`src/logic/decode_pkg.sv`:
```
// decode package with widths, vector types, decode enums and RISC-V opcode constants
package decode_pkg;

    localparam int XLEN     = 64;
    localparam int NUM_REGS = 32;

    typedef logic [XLEN-1:0]     xlen_t;
    typedef logic [31:0]         inst_t;
    typedef logic [4:0]          reg_idx_t;
    typedef logic [NUM_REGS-1:0] busy_t;     // one bit per gpr

    typedef enum logic [3:0] {
        CLS_NONE,
        CLS_ALU,
        CLS_ALU_IMM,
        CLS_LUI,
        CLS_AUIPC,
        CLS_JAL,
        CLS_JALR,
        CLS_BRANCH,
        CLS_LOAD,
        CLS_STORE
    } inst_class_t;

    // encodings match what EX expects
    typedef enum logic [3:0] {
        ALU_ADD  = 4'd0,
        ALU_SUB  = 4'd1,
        ALU_SLT  = 4'd2,
        ALU_SLTU = 4'd3,
        ALU_AND  = 4'd4,
        ALU_OR   = 4'd6,
        ALU_XOR  = 4'd7,
        ALU_SLL  = 4'd8,
        ALU_SRL  = 4'd9,
        ALU_SRA  = 4'd10
    } alu_mode_t;

    typedef enum logic [1:0] {OPA_ZERO, OPA_RS1, OPA_PC, OPA_IMM_U} opa_sel_t;

    typedef enum logic [2:0] {
        OPB_ZERO,
        OPB_RS2,
        OPB_RS2_SHAMT,   // low 6 bits of rs2
        OPB_SHAMT,       // shamt field of the word
        OPB_IMM_I,
        OPB_IMM_S,
        OPB_IMM_U,
        OPB_IMM_J
    } opb_sel_t;

    localparam logic [6:0] OPC_OP     = 7'b0110011;
    localparam logic [6:0] OPC_OP_IMM = 7'b0010011;
    localparam logic [6:0] OPC_LUI    = 7'b0110111;
    localparam logic [6:0] OPC_AUIPC  = 7'b0010111;
    localparam logic [6:0] OPC_JAL    = 7'b1101111;
    localparam logic [6:0] OPC_JALR   = 7'b1100111;
    localparam logic [6:0] OPC_BRANCH = 7'b1100011;
    localparam logic [6:0] OPC_LOAD   = 7'b0000011;
    localparam logic [6:0] OPC_STORE  = 7'b0100011;

    localparam logic [6:0] FUNCT7_ALT = 7'b0100000;  // sub / sra

endpackage

```
`src/logic/decode_ctrl_if.sv`:
```
// decode control bus from the instruction classifier to the operand selector
`timescale 1ns/1ps

interface decode_ctrl_if;
    import decode_pkg::*;

    inst_class_t inst_class;
    alu_mode_t   alu_mode;
    opa_sel_t    opa_sel;
    opb_sel_t    opb_sel;
    logic        use_rs1;
    logic        use_rs2;
    logic        wen;

    modport cls (
        output inst_class, alu_mode, opa_sel, opb_sel,
        output use_rs1, use_rs2, wen
    );

    modport sel (
        input inst_class, alu_mode, opa_sel, opb_sel,
        input use_rs1, use_rs2, wen
    );

endinterface

```
`src/logic/inst_classifier.sv`:
```
// instruction classifier, maps opcode/funct3/funct7 to class, ALU mode and operand selects
`timescale 1ns/1ps

module inst_classifier (
    input  decode_pkg::inst_t inst,
    decode_ctrl_if.cls        ctrl
);
    import decode_pkg::*;

    logic [6:0]  opcode;
    logic [2:0]  funct3;
    logic [6:0]  funct7;
    inst_class_t cls;
    alu_mode_t   mode;
    opa_sel_t    opa;
    opb_sel_t    opb;

    assign opcode = inst[6:0];
    assign funct3 = inst[14:12];
    assign funct7 = inst[31:25];

    always_comb begin
        cls  = CLS_NONE;
        mode = ALU_ADD;
        opa  = OPA_RS1;
        opb  = OPB_ZERO;
        case (opcode)
            OPC_OP: begin
                cls = CLS_ALU;
                opb = OPB_RS2;
                case ({funct7, funct3})
                    {7'b0000000, 3'b000}: mode = ALU_ADD;
                    {FUNCT7_ALT, 3'b000}: mode = ALU_SUB;
                    {7'b0000000, 3'b001}: begin mode = ALU_SLL; opb = OPB_RS2_SHAMT; end
                    {7'b0000000, 3'b010}: mode = ALU_SLT;
                    {7'b0000000, 3'b011}: mode = ALU_SLTU;
                    {7'b0000000, 3'b100}: mode = ALU_XOR;
                    {7'b0000000, 3'b101}: begin mode = ALU_SRL; opb = OPB_RS2_SHAMT; end
                    {FUNCT7_ALT, 3'b101}: begin mode = ALU_SRA; opb = OPB_RS2_SHAMT; end
                    {7'b0000000, 3'b110}: mode = ALU_OR;
                    {7'b0000000, 3'b111}: mode = ALU_AND;
                    default:              cls = CLS_NONE;  // M ext lands here
                endcase
            end
            OPC_OP_IMM: begin
                cls = CLS_ALU_IMM;
                opb = OPB_IMM_I;
                case (funct3)
                    3'b000: mode = ALU_ADD;
                    3'b010: mode = ALU_SLT;
                    3'b011: mode = ALU_SLTU;
                    3'b100: mode = ALU_XOR;
                    3'b110: mode = ALU_OR;
                    3'b111: mode = ALU_AND;
                    3'b001: begin
                        mode = ALU_SLL;
                        opb  = OPB_SHAMT;
                        if (inst[31:26] != 6'b000000) cls = CLS_NONE;
                    end
                    default: begin  // srli / srai, 6-bit shamt leaves funct6
                        opb = OPB_SHAMT;
                        if (inst[31:26] == 6'b000000) mode = ALU_SRL;
                        else if (inst[31:26] == FUNCT7_ALT[6:1]) mode = ALU_SRA;
                        else cls = CLS_NONE;
                    end
                endcase
            end
            OPC_LUI:    begin cls = CLS_LUI; opa = OPA_IMM_U; end
            OPC_AUIPC:  begin cls = CLS_AUIPC; opa = OPA_PC; opb = OPB_IMM_U; end
            OPC_JAL:    begin cls = CLS_JAL; opa = OPA_PC; opb = OPB_IMM_J; end
            OPC_JALR:   begin cls = (funct3 == 3'b000) ? CLS_JALR : CLS_NONE; opb = OPB_IMM_I; end
            OPC_BRANCH: begin
                cls  = (funct3[2:1] == 2'b01) ? CLS_NONE : CLS_BRANCH;
                mode = ALU_SUB;  // compare by subtract
                opb  = OPB_RS2;
            end
            OPC_LOAD:   begin cls = (funct3 == 3'b111) ? CLS_NONE : CLS_LOAD; opb = OPB_IMM_I; end
            OPC_STORE:  begin cls = funct3[2] ? CLS_NONE : CLS_STORE; opb = OPB_IMM_S; end
            default:    cls = CLS_NONE;
        endcase
        if (cls == CLS_NONE) begin
            mode = ALU_ADD;
            opa  = OPA_ZERO;
            opb  = OPB_ZERO;
        end
    end

    assign ctrl.inst_class = cls;
    assign ctrl.alu_mode   = mode;
    assign ctrl.opa_sel    = opa;
    assign ctrl.opb_sel    = opb;
    assign ctrl.use_rs1    = !(cls inside {CLS_NONE, CLS_LUI, CLS_AUIPC, CLS_JAL});
    assign ctrl.use_rs2    = cls inside {CLS_ALU, CLS_BRANCH, CLS_STORE};
    assign ctrl.wen        = cls inside {CLS_ALU, CLS_ALU_IMM, CLS_LUI, CLS_AUIPC,
                                         CLS_JAL, CLS_JALR, CLS_LOAD};

endmodule

```
`src/flat_wrapper.sv`:
```
// flat-port wrapper written by rule: the top's interface ports become plain ports
module inst_classifier_flat import decode_pkg::*;
  (inst, ctrl_inst_class, ctrl_alu_mode, ctrl_opa_sel, ctrl_opb_sel, ctrl_use_rs1, ctrl_use_rs2, ctrl_wen);
  decode_ctrl_if ctrl_i ();
  input  decode_pkg::inst_t inst;
  output wire logic [$bits(ctrl_i.inst_class)-1:0] ctrl_inst_class;
  output wire logic [$bits(ctrl_i.alu_mode)-1:0] ctrl_alu_mode;
  output wire logic [$bits(ctrl_i.opa_sel)-1:0] ctrl_opa_sel;
  output wire logic [$bits(ctrl_i.opb_sel)-1:0] ctrl_opb_sel;
  output wire logic [$bits(ctrl_i.use_rs1)-1:0] ctrl_use_rs1;
  output wire logic [$bits(ctrl_i.use_rs2)-1:0] ctrl_use_rs2;
  output wire logic [$bits(ctrl_i.wen)-1:0] ctrl_wen;
  assign ctrl_inst_class = ctrl_i.inst_class;
  assign ctrl_alu_mode = ctrl_i.alu_mode;
  assign ctrl_opa_sel = ctrl_i.opa_sel;
  assign ctrl_opb_sel = ctrl_i.opb_sel;
  assign ctrl_use_rs1 = ctrl_i.use_rs1;
  assign ctrl_use_rs2 = ctrl_i.use_rs2;
  assign ctrl_wen = ctrl_i.wen;
  inst_classifier u_core (.inst(inst), .ctrl(ctrl_i));
endmodule
```
`config.mk`:
```
export PLATFORM = sky130hd
export DESIGN_NAME = inst_classifier_flat
export DESIGN_NICKNAME = d
export VERILOG_FILES = /design/src/logic/decode_pkg.sv /design/src/logic/decode_ctrl_if.sv /design/src/logic/inst_classifier.sv /design/src/flat_wrapper.sv
export SDC_FILE = /design/constraint.sdc
export NUM_CORES = 1
export LEC_CHECK = 0
export BUFFER_PORTS_ARGS = -buffer_cell sky130_fd_sc_hd__clkbuf_2
export CELL_PAD_IN_SITES_DETAIL_PLACEMENT = 2
export CELL_PAD_IN_SITES_GLOBAL_PLACEMENT = 2
export CORE_ASPECT_RATIO = 1.2
export CORE_MARGIN = 5
export CORE_UTILIZATION = 21
export DETAILED_ROUTE_END_ITERATION = 7
export GPL_ROUTABILITY_DRIVEN = 0
export PLACE_DENSITY_LB_ADDON = 0.1
export SETUP_SLACK_MARGIN = 0.5
export SYNTH_ARGS = -nofsm -noshare
export SYNTH_HDL_FRONTEND = slang
export SYNTH_SLANG_ARGS = --single-unit
```
`constraint.sdc`:
```
create_clock -name vclk -period 2.5
set_input_delay 0.25 -clock vclk [all_inputs]
set_output_delay 0.25 -clock vclk [all_outputs]
set_load 0.05 [all_outputs]
```
==> reports/metrics.csv <==
metric,value,unit
status,"complete, no violations",
hold_viol_final,0,
mostFrequentLayoutCells,"16 x buf_4, 13 x clkbuf_2, 9 x nand2_1",
row_count,21,
worst_slew_pin_slew,0.405,ns
period_share,80.8,%
cp_max_fo,3,
io_pins,48,
io_buffers,33,
grt_pass1_vias,974,
drv_cap,0,
synthToLayoutAreaGrowth,94.2,%
critPathBufInv,4,
layout-drive-gt1-share,56.2,%
grt_first_pass_wirelength,4900,um
drtIter0Drc,16,
irDropWorstVdd,0.0000549,V
initial_utilization,22.2,%
fmaxAchievable,495,MHz
syn-num-nets,129,
yosys_warnings,0,
syn_inst,97,
grt_overflow,0,
regArea,0,um^2
vias_per_cell,5.24,
drt-total-wl,2920,um
dieArea,4200,um^2
postSynthAreaPerCell,6.49,um^2
seq_cells,0,
core_area,2840,um^2
die_height,70.0,um
setup_slack,0.480,ns
grt_usage,14.2,%
placedCellCount,163,
setup_viol,0,
synth_seq_area_share,0,%
slowest_delay,0.31,ns
ant_nets,0,
worstSetupPathType,input port to primary output,
critPathSlowestCell,o31ai_4,
end_kind,primary output,
pre_cts_slack,0.168,ns
rsz0062_at_grt,true,
nNetsFinal,171,
via_count,896,
grt_max_degree,12,
design_area,1220,um^2
hp-class,input port to primary output,
synth_area_leaders,"a21oi_1 6.4%, nand2_1 6.0%, nand2b_1 6.0%, o21ai_0 5.6%, and3b_1 4.2%",
layout_min_cycle_time,2.02,ns
antenna_cells,0,
die_w,60.0,um
slew_viol_final,0,
dp_hpwl,2310,um
power.leakage,0.530,nW
antenna_found_initial,0,
n_clock_buffer,0,
placed_area,951,um^2
yosysUniqueCellTypes,43,
syn_area,629,um^2
cpMostUsedCell,buf_4,
final_cells,171,
final_common_cell,buf_4,
synth_top_cell_area_share,6.36,%
synth_largest_area_cell,a21oi_1,
slew_headroom,72.9,%
path_cells,"buf_6, nor3_4, a311oi_2, buf_4, o31ai_4, nor4bb_4, buf_4, a211oi_4, buf_8",
powerDensity,124,nW/um^2
required,2.25,ns
first_pass_iters,4,
cp-start-kind,input port,
drc,0,
fin_setup_tns,0,ns
worstPathArrival,1.77,ns
cpLargestDelayFamily,compound AO/OA/AOI/OAI gates,
avgRoutedWirePerCell,17.1,um
-- path summary, 6_finish.rpt --
| path | from | to | slack (ns) | depth (start not counted) |
|---|---|---|---|---|
| max | inst[27] | ctrl_alu_mode[3] | 0.48 | 9 |
| min | inst[31] | ctrl_alu_mode[3] | 1.0 | 5 |
-- what timing repair did --
item	CTS	global route
gates resized for setup	31	31
pin swaps	6	7
hold buffers	0	0
setup buffers	7	1
setup endpoints to repair	10	11
-- cells by family (layout without fill, tap and decap cells) --
logic type,Yosys count,after routing,synth area share [%]
AND/OR/NAND/NOR,48,48,45.5
AO/OA/AOI/OAI,36,36,41.9
buffers and inverters,12,52,11.1
XOR/XNOR,1,1,1.39
-- cells in the mapped netlist (2+ instances only) --
| library cell | number |
|---|---|
| inv_1 | 2 |
| nand4_1 | 2 |
| o21ai_0 | 7 |
| a21oi_1 | 8 |
| buf_2 | 5 |
| a211oi_2 | 2 |
| nand3b_1 | 2 |
| nand2b_1 | 6 |
| a41o_1 | 2 |
| buf_4 | 3 |
| and3b_1 | 3 |
| nand4b_1 | 2 |
| and2_1 | 2 |
| nand2_1 | 10 |
| a211oi_1 | 2 |
| nor3_1 | 4 |
| nor2b_1 | 3 |
| o21ai_1 | 2 |
| nor2_1 | 5 |
| nand3_1 | 2 |
-- per-stage QoR --
stage	total power (W)	util (%)	hold slack, ns
6_report	0.000152	43.1	0.996
5_1_grt	0.000164	43.1	1.02
4_1_cts	0.000140	40.3	1.02
3_5_place_dp	0.000120	33.5	1.09
3_3_place_gp	0.000117	33.5	1.07
2_1_floorplan	0.0000808	-	0.723
-- where the power goes --
part	internal (W)	leakage (nW)	switching [W]
clock	0	0	0
combinational	0.0000670	0.530	0.0000849
sequential	0	0	0
total	0.0000670	0.530	0.0000849
-- layer usage --
metal,up-vias,routed length [um],global-route usage (%)
met5,-,0,0
met4,0,33,1.97
met3,2,126,1.10
met2,24,1580,26.3
met1,425,1180,17.4
li1,445,-,-
-- layout make-up --
cell class	instances	area, um^2
multi-input cells	85	731
repair buffers	49	438
well taps	34	42.5
fillers	335	1620
inverters	3	11.3
Note: power is estimated with default switching activity, not from simulation.
