===== src/logic/decode_pkg.sv =====
// decode package with widths, vector types, decode enums and RISC-V opcode constants
package decode_pkg;

    localparam int XLEN     = 64;
    localparam int NUM_REGS = 32;

    typedef logic [XLEN-1:0]     xlen_t;
    typedef logic [31:0]         inst_t;
    typedef logic [4:0]          reg_idx_t;
    typedef logic [NUM_REGS-1:0] busy_t;     // one bit per gpr

    typedef enum logic [3:0] {
        CLS_NONE,
        CLS_ALU,
        CLS_ALU_IMM,
        CLS_LUI,
        CLS_AUIPC,
        CLS_JAL,
        CLS_JALR,
        CLS_BRANCH,
        CLS_LOAD,
        CLS_STORE
    } inst_class_t;

    // encodings match what EX expects
    typedef enum logic [3:0] {
        ALU_ADD  = 4'd0,
        ALU_SUB  = 4'd1,
        ALU_SLT  = 4'd2,
        ALU_SLTU = 4'd3,
        ALU_AND  = 4'd4,
        ALU_OR   = 4'd6,
        ALU_XOR  = 4'd7,
        ALU_SLL  = 4'd8,
        ALU_SRL  = 4'd9,
        ALU_SRA  = 4'd10
    } alu_mode_t;

    typedef enum logic [1:0] {OPA_ZERO, OPA_RS1, OPA_PC, OPA_IMM_U} opa_sel_t;

    typedef enum logic [2:0] {
        OPB_ZERO,
        OPB_RS2,
        OPB_RS2_SHAMT,   // low 6 bits of rs2
        OPB_SHAMT,       // shamt field of the word
        OPB_IMM_I,
        OPB_IMM_S,
        OPB_IMM_U,
        OPB_IMM_J
    } opb_sel_t;

    localparam logic [6:0] OPC_OP     = 7'b0110011;
    localparam logic [6:0] OPC_OP_IMM = 7'b0010011;
    localparam logic [6:0] OPC_LUI    = 7'b0110111;
    localparam logic [6:0] OPC_AUIPC  = 7'b0010111;
    localparam logic [6:0] OPC_JAL    = 7'b1101111;
    localparam logic [6:0] OPC_JALR   = 7'b1100111;
    localparam logic [6:0] OPC_BRANCH = 7'b1100011;
    localparam logic [6:0] OPC_LOAD   = 7'b0000011;
    localparam logic [6:0] OPC_STORE  = 7'b0100011;

    localparam logic [6:0] FUNCT7_ALT = 7'b0100000;  // sub / sra

endpackage


===== src/logic/decode_ctrl_if.sv =====
// decode control bus from the instruction classifier to the operand selector
`timescale 1ns/1ps

interface decode_ctrl_if;
    import decode_pkg::*;

    inst_class_t inst_class;
    alu_mode_t   alu_mode;
    opa_sel_t    opa_sel;
    opb_sel_t    opb_sel;
    logic        use_rs1;
    logic        use_rs2;
    logic        wen;

    modport cls (
        output inst_class, alu_mode, opa_sel, opb_sel,
        output use_rs1, use_rs2, wen
    );

    modport sel (
        input inst_class, alu_mode, opa_sel, opb_sel,
        input use_rs1, use_rs2, wen
    );

endinterface


===== src/logic/operand_fields_if.sv =====
// operand field bus from the operand fetcher to the operand selector
`timescale 1ns/1ps

interface operand_fields_if;
    import decode_pkg::*;

    reg_idx_t   rs1;
    reg_idx_t   rs2;
    xlen_t      src1;
    xlen_t      src2;
    logic [5:0] shamt;
    xlen_t      imm_i;
    xlen_t      imm_s;
    xlen_t      imm_u;
    xlen_t      imm_j;

    modport fetch (
        output rs1, rs2, src1, src2, shamt,
        output imm_i, imm_s, imm_u, imm_j
    );

    modport sel (
        input rs1, rs2, src1, src2, shamt,
        input imm_i, imm_s, imm_u, imm_j
    );

endinterface


===== src/logic/operand_select.sv =====
// operand selector, muxes the ALU operands and checks the scoreboard for hazards
`timescale 1ns/1ps

module operand_select (
    input  decode_pkg::xlen_t pc,
    input  decode_pkg::busy_t gpr_busy,
    decode_ctrl_if.sel        ctrl,
    operand_fields_if.sel     fields,
    output decode_pkg::xlen_t alu_a,
    output decode_pkg::xlen_t alu_b,
    output logic              stall
);
    import decode_pkg::*;

    logic rs1_hazard;
    logic rs2_hazard;

    always_comb begin
        case (ctrl.opa_sel)
            OPA_RS1:   alu_a = fields.src1;
            OPA_PC:    alu_a = pc;
            OPA_IMM_U: alu_a = fields.imm_u;  // lui result passes through add
            default:   alu_a = '0;
        endcase
    end

    always_comb begin
        case (ctrl.opb_sel)
            OPB_RS2:       alu_b = fields.src2;
            OPB_RS2_SHAMT: alu_b = {{(XLEN-6){1'b0}}, fields.src2[5:0]};
            OPB_SHAMT:     alu_b = {{(XLEN-6){1'b0}}, fields.shamt};
            OPB_IMM_I:     alu_b = fields.imm_i;
            OPB_IMM_S:     alu_b = fields.imm_s;
            OPB_IMM_U:     alu_b = fields.imm_u;
            OPB_IMM_J:     alu_b = fields.imm_j;
            default:       alu_b = '0;
        endcase
    end

    // only sources the instruction reads can hold it
    assign rs1_hazard = ctrl.use_rs1 && gpr_busy[fields.rs1];
    assign rs2_hazard = ctrl.use_rs2 && gpr_busy[fields.rs2];
    assign stall      = rs1_hazard || rs2_hazard;

endmodule


===== src/flat_wrapper.sv =====
// flat-port wrapper written by rule: the top's interface ports become plain ports
module operand_select_flat import decode_pkg::*;
  (pc, gpr_busy, alu_a, alu_b, stall, ctrl_inst_class, ctrl_alu_mode, ctrl_opa_sel, ctrl_opb_sel, ctrl_use_rs1, ctrl_use_rs2, ctrl_wen, fields_rs1, fields_rs2, fields_src1, fields_src2, fields_shamt, fields_imm_i, fields_imm_s, fields_imm_u, fields_imm_j);
  decode_ctrl_if ctrl_i ();
  operand_fields_if fields_i ();
  input  decode_pkg::xlen_t pc;
  input  decode_pkg::busy_t gpr_busy;
  output decode_pkg::xlen_t alu_a;
  output decode_pkg::xlen_t alu_b;
  output logic stall;
  input wire logic [$bits(ctrl_i.inst_class)-1:0] ctrl_inst_class;
  input wire logic [$bits(ctrl_i.alu_mode)-1:0] ctrl_alu_mode;
  input wire logic [$bits(ctrl_i.opa_sel)-1:0] ctrl_opa_sel;
  input wire logic [$bits(ctrl_i.opb_sel)-1:0] ctrl_opb_sel;
  input wire logic [$bits(ctrl_i.use_rs1)-1:0] ctrl_use_rs1;
  input wire logic [$bits(ctrl_i.use_rs2)-1:0] ctrl_use_rs2;
  input wire logic [$bits(ctrl_i.wen)-1:0] ctrl_wen;
  input wire logic [$bits(fields_i.rs1)-1:0] fields_rs1;
  input wire logic [$bits(fields_i.rs2)-1:0] fields_rs2;
  input wire logic [$bits(fields_i.src1)-1:0] fields_src1;
  input wire logic [$bits(fields_i.src2)-1:0] fields_src2;
  input wire logic [$bits(fields_i.shamt)-1:0] fields_shamt;
  input wire logic [$bits(fields_i.imm_i)-1:0] fields_imm_i;
  input wire logic [$bits(fields_i.imm_s)-1:0] fields_imm_s;
  input wire logic [$bits(fields_i.imm_u)-1:0] fields_imm_u;
  input wire logic [$bits(fields_i.imm_j)-1:0] fields_imm_j;
  assign ctrl_i.inst_class = ctrl_inst_class;
  assign ctrl_i.alu_mode = ctrl_alu_mode;
  assign ctrl_i.opa_sel = ctrl_opa_sel;
  assign ctrl_i.opb_sel = ctrl_opb_sel;
  assign ctrl_i.use_rs1 = ctrl_use_rs1;
  assign ctrl_i.use_rs2 = ctrl_use_rs2;
  assign ctrl_i.wen = ctrl_wen;
  assign fields_i.rs1 = fields_rs1;
  assign fields_i.rs2 = fields_rs2;
  assign fields_i.src1 = fields_src1;
  assign fields_i.src2 = fields_src2;
  assign fields_i.shamt = fields_shamt;
  assign fields_i.imm_i = fields_imm_i;
  assign fields_i.imm_s = fields_imm_s;
  assign fields_i.imm_u = fields_imm_u;
  assign fields_i.imm_j = fields_imm_j;
  operand_select u_core (.pc(pc), .gpr_busy(gpr_busy), .ctrl(ctrl_i), .fields(fields_i), .alu_a(alu_a), .alu_b(alu_b), .stall(stall));
endmodule

===== config.mk =====
export PLATFORM = sky130hd
export DESIGN_NAME = operand_select_flat
export DESIGN_NICKNAME = d
export VERILOG_FILES = /design/src/logic/decode_pkg.sv /design/src/logic/decode_ctrl_if.sv /design/src/logic/operand_fields_if.sv /design/src/logic/operand_select.sv /design/src/flat_wrapper.sv
export SDC_FILE = /design/constraint.sdc
export NUM_CORES = 1
export LEC_CHECK = 0
export BUFFER_PORTS_ARGS = -buffer_cell sky130_fd_sc_hd__clkbuf_2
export CAP_MARGIN = 20
export CORE_AREA = 2 2 246 248
export DETAILED_ROUTE_END_ITERATION = 10
export DIE_AREA = 0 0 248 250
export GPL_TIMING_DRIVEN = 0
export PLACE_DENSITY = 0.38
export SLEW_MARGIN = 40
export SYNTH_ARGS = -nofsm -noshare
export SYNTH_HDL_FRONTEND = slang
export SYNTH_SLANG_ARGS = --single-unit

===== constraint.sdc =====
create_clock -name vclk -period 1.8
set_input_delay 0.18 -clock vclk [all_inputs]
set_output_delay 0.18 -clock vclk [all_outputs]
set_load 0.01 [all_outputs]

==> results.md, run 1 <==
- Synth top area share: 37.5%
- RSZ-0062 raised after global routing: false
- Pre-CTS WS: -1.25 ns
- Largest family of logic cells by synthesized area: multiplexers
- Average cell area after synthesis: 11.3 um2
- Total routed wirelength: 43.0 mm
- Register area share after synthesis: 0%
- Slew headroom: 62.2%
- FP Rows: 90
- Proportion of synthesized area in mux cells: 62.2%
- Number of I/O port buffers: 627
- Kind of critical path: primary input to output port
- Worst path required time: 1.62 ns
- Pwr Total: 2.41 mW
- Mean routed wirelength per cell: 23.9 um
- Most frequent cells after synthesis: 122 x a22o_1, 71 x mux2_2, 71 x mux4_2
- Final ANT Viol Nets: 0
- Core area: 59,600 um2
- Total number of vias: 6,864
- Post-Synth Simple-Gate Area: 2.59%
- Total track usage: 12.8%
- Synthesized area: 4260 um2
- Most frequent cell after synthesis: a22o_1
- Fin. Hold Viols: 0
- Critical Path Start Type: primary input
- Area delta synth->final: 105%
- Post-Synth XOR/XNOR Area: 0%
- Pwr Density: 275 nW/um2
- WL met1: 17.4 mm
- Synth top area cells: mux4_2 38%, a22o_1 25%, mux2_2 19%
- Die area: 62,000 um2
- Synth Area in Compound Gates: 29.0%
- Nets@finish: 1,524
- Crit path max fanout: 7
- Leakage power: 4.45 nW
- CTS Hold Bufs: 0
- Post-route DRC: 0
- Number of vias per cell: 3.82
- Yosys cell types: 32
- Run status: complete, no violations
- Clock buffer cells: 0
- Crit share post-route: 97.7%
- Grt ovf: 0
- I/O Pins: 641
- Met3 WL post-DR: 3.56 mm
- Largest area contributor in the netlist: mux4_2
- Top Layer Used: met5
- Worst Hold Class: primary input to output port
- Fmax: 0.569 GHz
- First-pass GRT wire length: 56.0 mm
- Net count after synthesis: 890
- Worst VDD drop: 0.116 mV
- Pins Over Slew Limit: 0
- Routed met2 length: 21.2 mm
- CP Data Arrival Time: 1.58 ns
- Largest net degree at the start of global routing: 11
- Die width: 248 um
- Slew @ Worst Pin: 0.567 ns
- Seq cells: 0
- GP Congestion: 0.929
- Vias in the first global route: 7,368
- Antenna violations before repair: 10
- Seq. cell area: 0 um2
- 1st-pass router iterations: 5
- Die Y-Extent: 250 um
- Post-route setup slack: 0.0420 ns
- Initial Utilization: 7.15%
- Max Cap Violations: 0
- Post-Synth Adder-Cell Area: 0%
- Shortest period the worst path allows: 1.76 ns
- CP endpoint kind: output port
- Detailed placement HPWL: 37.1 mm
- Synth Warn #: 0
- Hold Path Depth: 3
- Layout cells sized above 1: 82.5%
- Starting DRT DRC Count: 380
- Final setup violation count: 0
- Mapped Cells: 378
power by group:
| part | internal (mW) | switching, mW |
|---|---|---|
| clock | 0.0000000725 | 0 |
| combinational | 1.26 | 1.15 |
| sequential | 0 | 0 |
| total | 1.26 | 1.15 |
layout by cell type, fill, tap and decap left out, types with 2 or more instances in the layout:
master | Yosys | routed
mux4_2 | 71 | 72
o21ai_0 | 6 | 5
clkbuf_2 | 0 | 632
mux2_2 | 71 | 71
a22o_1 | 122 | 120
a31oi_1 | 2 | 2
a22o_4 | 0 | 2
buf_6 | 1 | 6
nor2b_4 | 0 | 2
nor2b_1 | 4 | 2
mux4_1 | 8 | 7
buf_4 | 5 | 14
diode_2 | 0 | 3
buf_12 | 0 | 4
buf_2 | 17 | 7
clkbuf_1 | 29 | 4
mux2i_1 | 4 | 4
clkbuf_4 | 0 | 9
a22oi_1 | 5 | 5
buf_8 | 0 | 3
nand2_1 | 7 | 7
nand2b_1 | 3 | 3
nand3_1 | 2 | 2
clkbuf_8 | 0 | 5
buf_16 | 0 | 3
or2_2 | 2 | 2
inv_1 | 3 | 3
logic make-up (layout without fill, tap and decap cells):
| logic type | after synthesis | after routing |
|---|---|---|
| and+or+nand+nor | 21 | 21 |
| buffers and inverters | 58 | 690 |
| AOI/OAI and AO/OA | 145 | 145 |
| muxes | 154 | 154 |
| other | 0 | 3 |
per-stage QoR:
stage                     area (um2)  cells  util, %  hold WS (ns)  setup TNS [ns]
final                           8750   1795     14.7         0.665               0
after global routing            8740   1793     14.7         0.672               0
after CTS                       8720   1793     14.6         0.671         -0.0301
after detailed placement        8390   1787     14.1         0.670          -72.30
after global placement          8380   1787     14.1         0.669         -108.66
after floorplan                 4260    378        -         0.498               0
area by class of cell:
cell class	count	area, um2
timing repair buffer	632	3220
buffer	55	508
antenna	3	7.51
multi-input combinational	320	4020
fill	6820	50800
inverter	3	11.3
tap	782	978
final timing paths:
kind | slack [ns] | end | from
setup / recovery | 0.04 | alu_b[25] | ctrl_opb_sel[0]
hold / removal | 0.67 | alu_b[17] | fields_src2[17]
critical path, stage by stage:
cell and delay (ns):
buf_8 0.10, buf_12 0.16, buf_12 0.15, buf_4 0.15, mux4_2 0.49, a22o_1 0.19
clkbuf_2 0.13
what timing repair did:
| action | CTS | global route |
|---|---|---|
| gates resized for setup | 82 | 23 |
| endpoints found under the setup margin | 126 | 35 |
| buffers inserted | 5 | 0 |
| cloned | 1 | 0 |
| pin swaps | 0 | 1 |
| hold endpoints to repair | 0 | 0 |
layer usage:
layer  global-route usage [%]  vias up
met5                        0        -
met4                     2.82        2
met3                     1.96       34
met2                     23.0      450
met1                     16.0     3409
li1                         -     2969
(Power assumes the default switching activity.)
==> run 2: changes to the inputs <==
--- a/config.mk
+++ b/config.mk
@@ -7,9 +7,9 @@
 export LEC_CHECK = 0
 export BUFFER_PORTS_ARGS = -buffer_cell sky130_fd_sc_hd__clkbuf_2
 export CAP_MARGIN = 20
-export CORE_AREA = 2 2 246 248
+export CORE_AREA = 2 2 249 251
 export DETAILED_ROUTE_END_ITERATION = 10
-export DIE_AREA = 0 0 248 250
+export DIE_AREA = 0 0 251 253
 export GPL_TIMING_DRIVEN = 0
 export PLACE_DENSITY = 0.38
 export SLEW_MARGIN = 40
==> run 2 against run 1 <==
Against the previous run: utilization shrank 0.13 points; fmax decreased by 0.87%; combinational power is 2% higher; critical endpoint is now alu_b[31]; highest routed layer unchanged.
==> results.md, run 2 (synthesized netlist as in run 1, its figures left out) <==
- I/O Pins: 641 (unchanged)
- Initial Utilization: 6.98% (-0.17 points)
- Leakage power: 4.50 nW (+1.1%)
- Share of total power in the clock network: 0% (unchanged)
- Nets@finish: 1,532 (+0.52%)
- Shortest period the worst path allows: 1.77 ns (+0.0155 ns)
- Starting DRT DRC Count: 417 (+9.7%)
- Switching pwr: 1.17 mW (+2.0%)
- Most common cell after layout, fill and taps aside: clkbuf_2
- Antenna violations before repair: 26 (+16)
- Grt ovf: 0 (unchanged)
- Detailed placement HPWL: 41.2 mm (+11%)
- Number of vias per cell: 3.84 (+0.41%)
- Fin. Hold Viols: 0 (unchanged)
- Critical Path Start Type: primary input
- Kind of critical path: primary input to output port
- Area delta synth->final: 109%
- Worst path required time: 1.62 ns (about the same)
- Pwr Density: 276 nW/um2 (+0.24%)
- Hold endpoint: alu_a[30]
- Seq cells: 0 (unchanged)
- Die width: 251 um (+1.2%)
- Vias in the first global route: 7,326 (-0.57%)
- Number of I/O port buffers: 627 (unchanged)
- Core area: 61,000 um2 (+2.4%)
- Worst VDD drop: 0.0873 mV (-25%)
- First-pass GRT wire length: 59.2 mm (+5.8%)
- # fillers: 7,023 (+3.0%)
- Slew @ Worst Pin: 0.663 ns (+0.0958 ns)
- Crit path max fanout: 10 (+3)
- FP Rows: 91 (+1.1%)
- Combinational Power Share: 100.0% (about the same)
- Leading cell types in the layout, fill and taps excluded: 635 x clkbuf_2, 122 x a22o_1, 73 x mux4_2
- Sequential power share: 0% (unchanged)
- CP max stage cell: mux4_2
- CP Data Arrival Time: 1.59 ns (about the same)
- Launch point of the worst hold path: fields_src1[30]
- Total track usage: 13.5% (+0.63 points)
- Run status: complete, no violations
- Pins Over Slew Limit: 0 (unchanged)
- Pint: 1.28 mW (+1.6%)
- 1st-pass router iterations: 5 (unchanged)
- Die area: 63,500 um2 (+2.4%)
- Total routed wirelength: 46.3 mm (+7.7%)
- Post-route DRC: 0 (unchanged)
- Die Y-Extent: 253 um (+1.2%)
- Pwr Total: 2.45 mW (+1.8%)
- Total number of vias: 6,984 (+1.7%)
- Final setup violation count: 0 (unchanged)
- Final ANT Viol Nets: 0 (unchanged)
- Largest net degree at the start of global routing: 11 (unchanged)
- Clock buffer cells: 0 (unchanged)
- Mean routed wirelength per cell: 25.4 um (+6.3%)
- Worst Hold Class: primary input to output port
- RSZ-0062 raised after global routing: false
- Seq. cell area: 0 um2 (unchanged)
- CP endpoint kind: output port
- Crit share post-route: 98.5% (+0.86 points)
- Sw frac: 47.7% (+0.092 points)
- Layout cells sized above 1: 82.7% (+0.24 points)
- CTS Hold Bufs: 0 (unchanged)
- Crit-path max cell delay: 0.41 ns (-0.08 ns)
- GP Congestion: 0.853 (-8.1%)
- CP Cell Sequence: buf_4 -> clkbuf_4 -> mux4_2 -> a22o_1 -> clkbuf_2
- Max Cap Violations: 0 (unchanged)
- Slew headroom: 55.8% (-6.4 points)
- Final core utilization: 14.6% (-0.13 points)
- Hold_ws: 0.672 ns (+0.00635 ns)
- Fmax: 0.564 GHz (-0.87%)
- Hold Path Depth: 3 (unchanged)
==> run 2: critical path: cells and delay by family <==
family          cells  cell delay (ns)
buf+inv             3             0.77
mux                 1             0.41
compound gates      1             0.21
==> run 2: worst max-delay path by stage <==
| stage | from | to | cells after the start |
|---|---|---|---|
| 2_1_floorplan | ctrl_opb_sel[0] | alu_b[10] | 4 |
| 3_3_place_gp | ctrl_opb_sel[1] | alu_b[28] | 6 |
| 3_5_place_dp | ctrl_opb_sel[1] | alu_b[37] | 7 |
| 4_1_cts | ctrl_opb_sel[0] | alu_b[36] | 6 |
| 5_1_grt | ctrl_opb_sel[1] | alu_b[37] | 5 |
| 6_report | ctrl_opb_sel[1] | alu_b[31] | 5 |
==> run 2: what timing repair did <==
item / CTS / global route
gates cloned: 3 / 0
pin swaps: 1 / 1
endpoints found under the setup margin: 126 / 15
buffers inserted: 10 / 2
gates resized for setup: 87 / 10
==> run 2: cell type report <==
cell class	instances	area [um2]	share of cell area (%)
Antenna cell	11	27.5	0.310
Tap cell	790	988	11.1
Buffer	53	494	5.56
Inverter	3	11.3	0.127
Timing Repair Buffer	642	3360	37.8
Multi-Input combinational cell	320	4010	45.1
==> run 2: routing by layer <==
layer / vias to the layer above / share of wire (%) / GRT usage, %
met3: 72 / 10 / 4.62
li1: 2988 / - / -
met5: - / 0.22 / 0
met1: 3386 / 40 / 16.0
met4: 18 / 3.6 / 4.47
met2: 520 / 47 / 22.7
==> run 2: per-stage QoR <==
stage	setup TNS (ns)	instance area, um2	cells	worst slack (ns)
floorplan	0	4260	378	0.218
global placement	-94.08	8390	1795	-1.24
detailed placement	-65.57	8400	1795	-1.06
CTS	-0.00500	8830	1806	-0.00500
global route	0	8880	1815	0.0000288
finish	0	8890	1819	0.0265
==> run 2: power groups by stage <==
stage                      Clock [mW]  Combinational [mW]  Sequential [mW]
final                     0.000000827                2.45                0
after global routing      0.000000521                2.61                0
after CTS                           0                2.46                0
after detailed placement            0                2.33                0
after global placement              0                2.32                0
after floorplan                     0                1.06                0
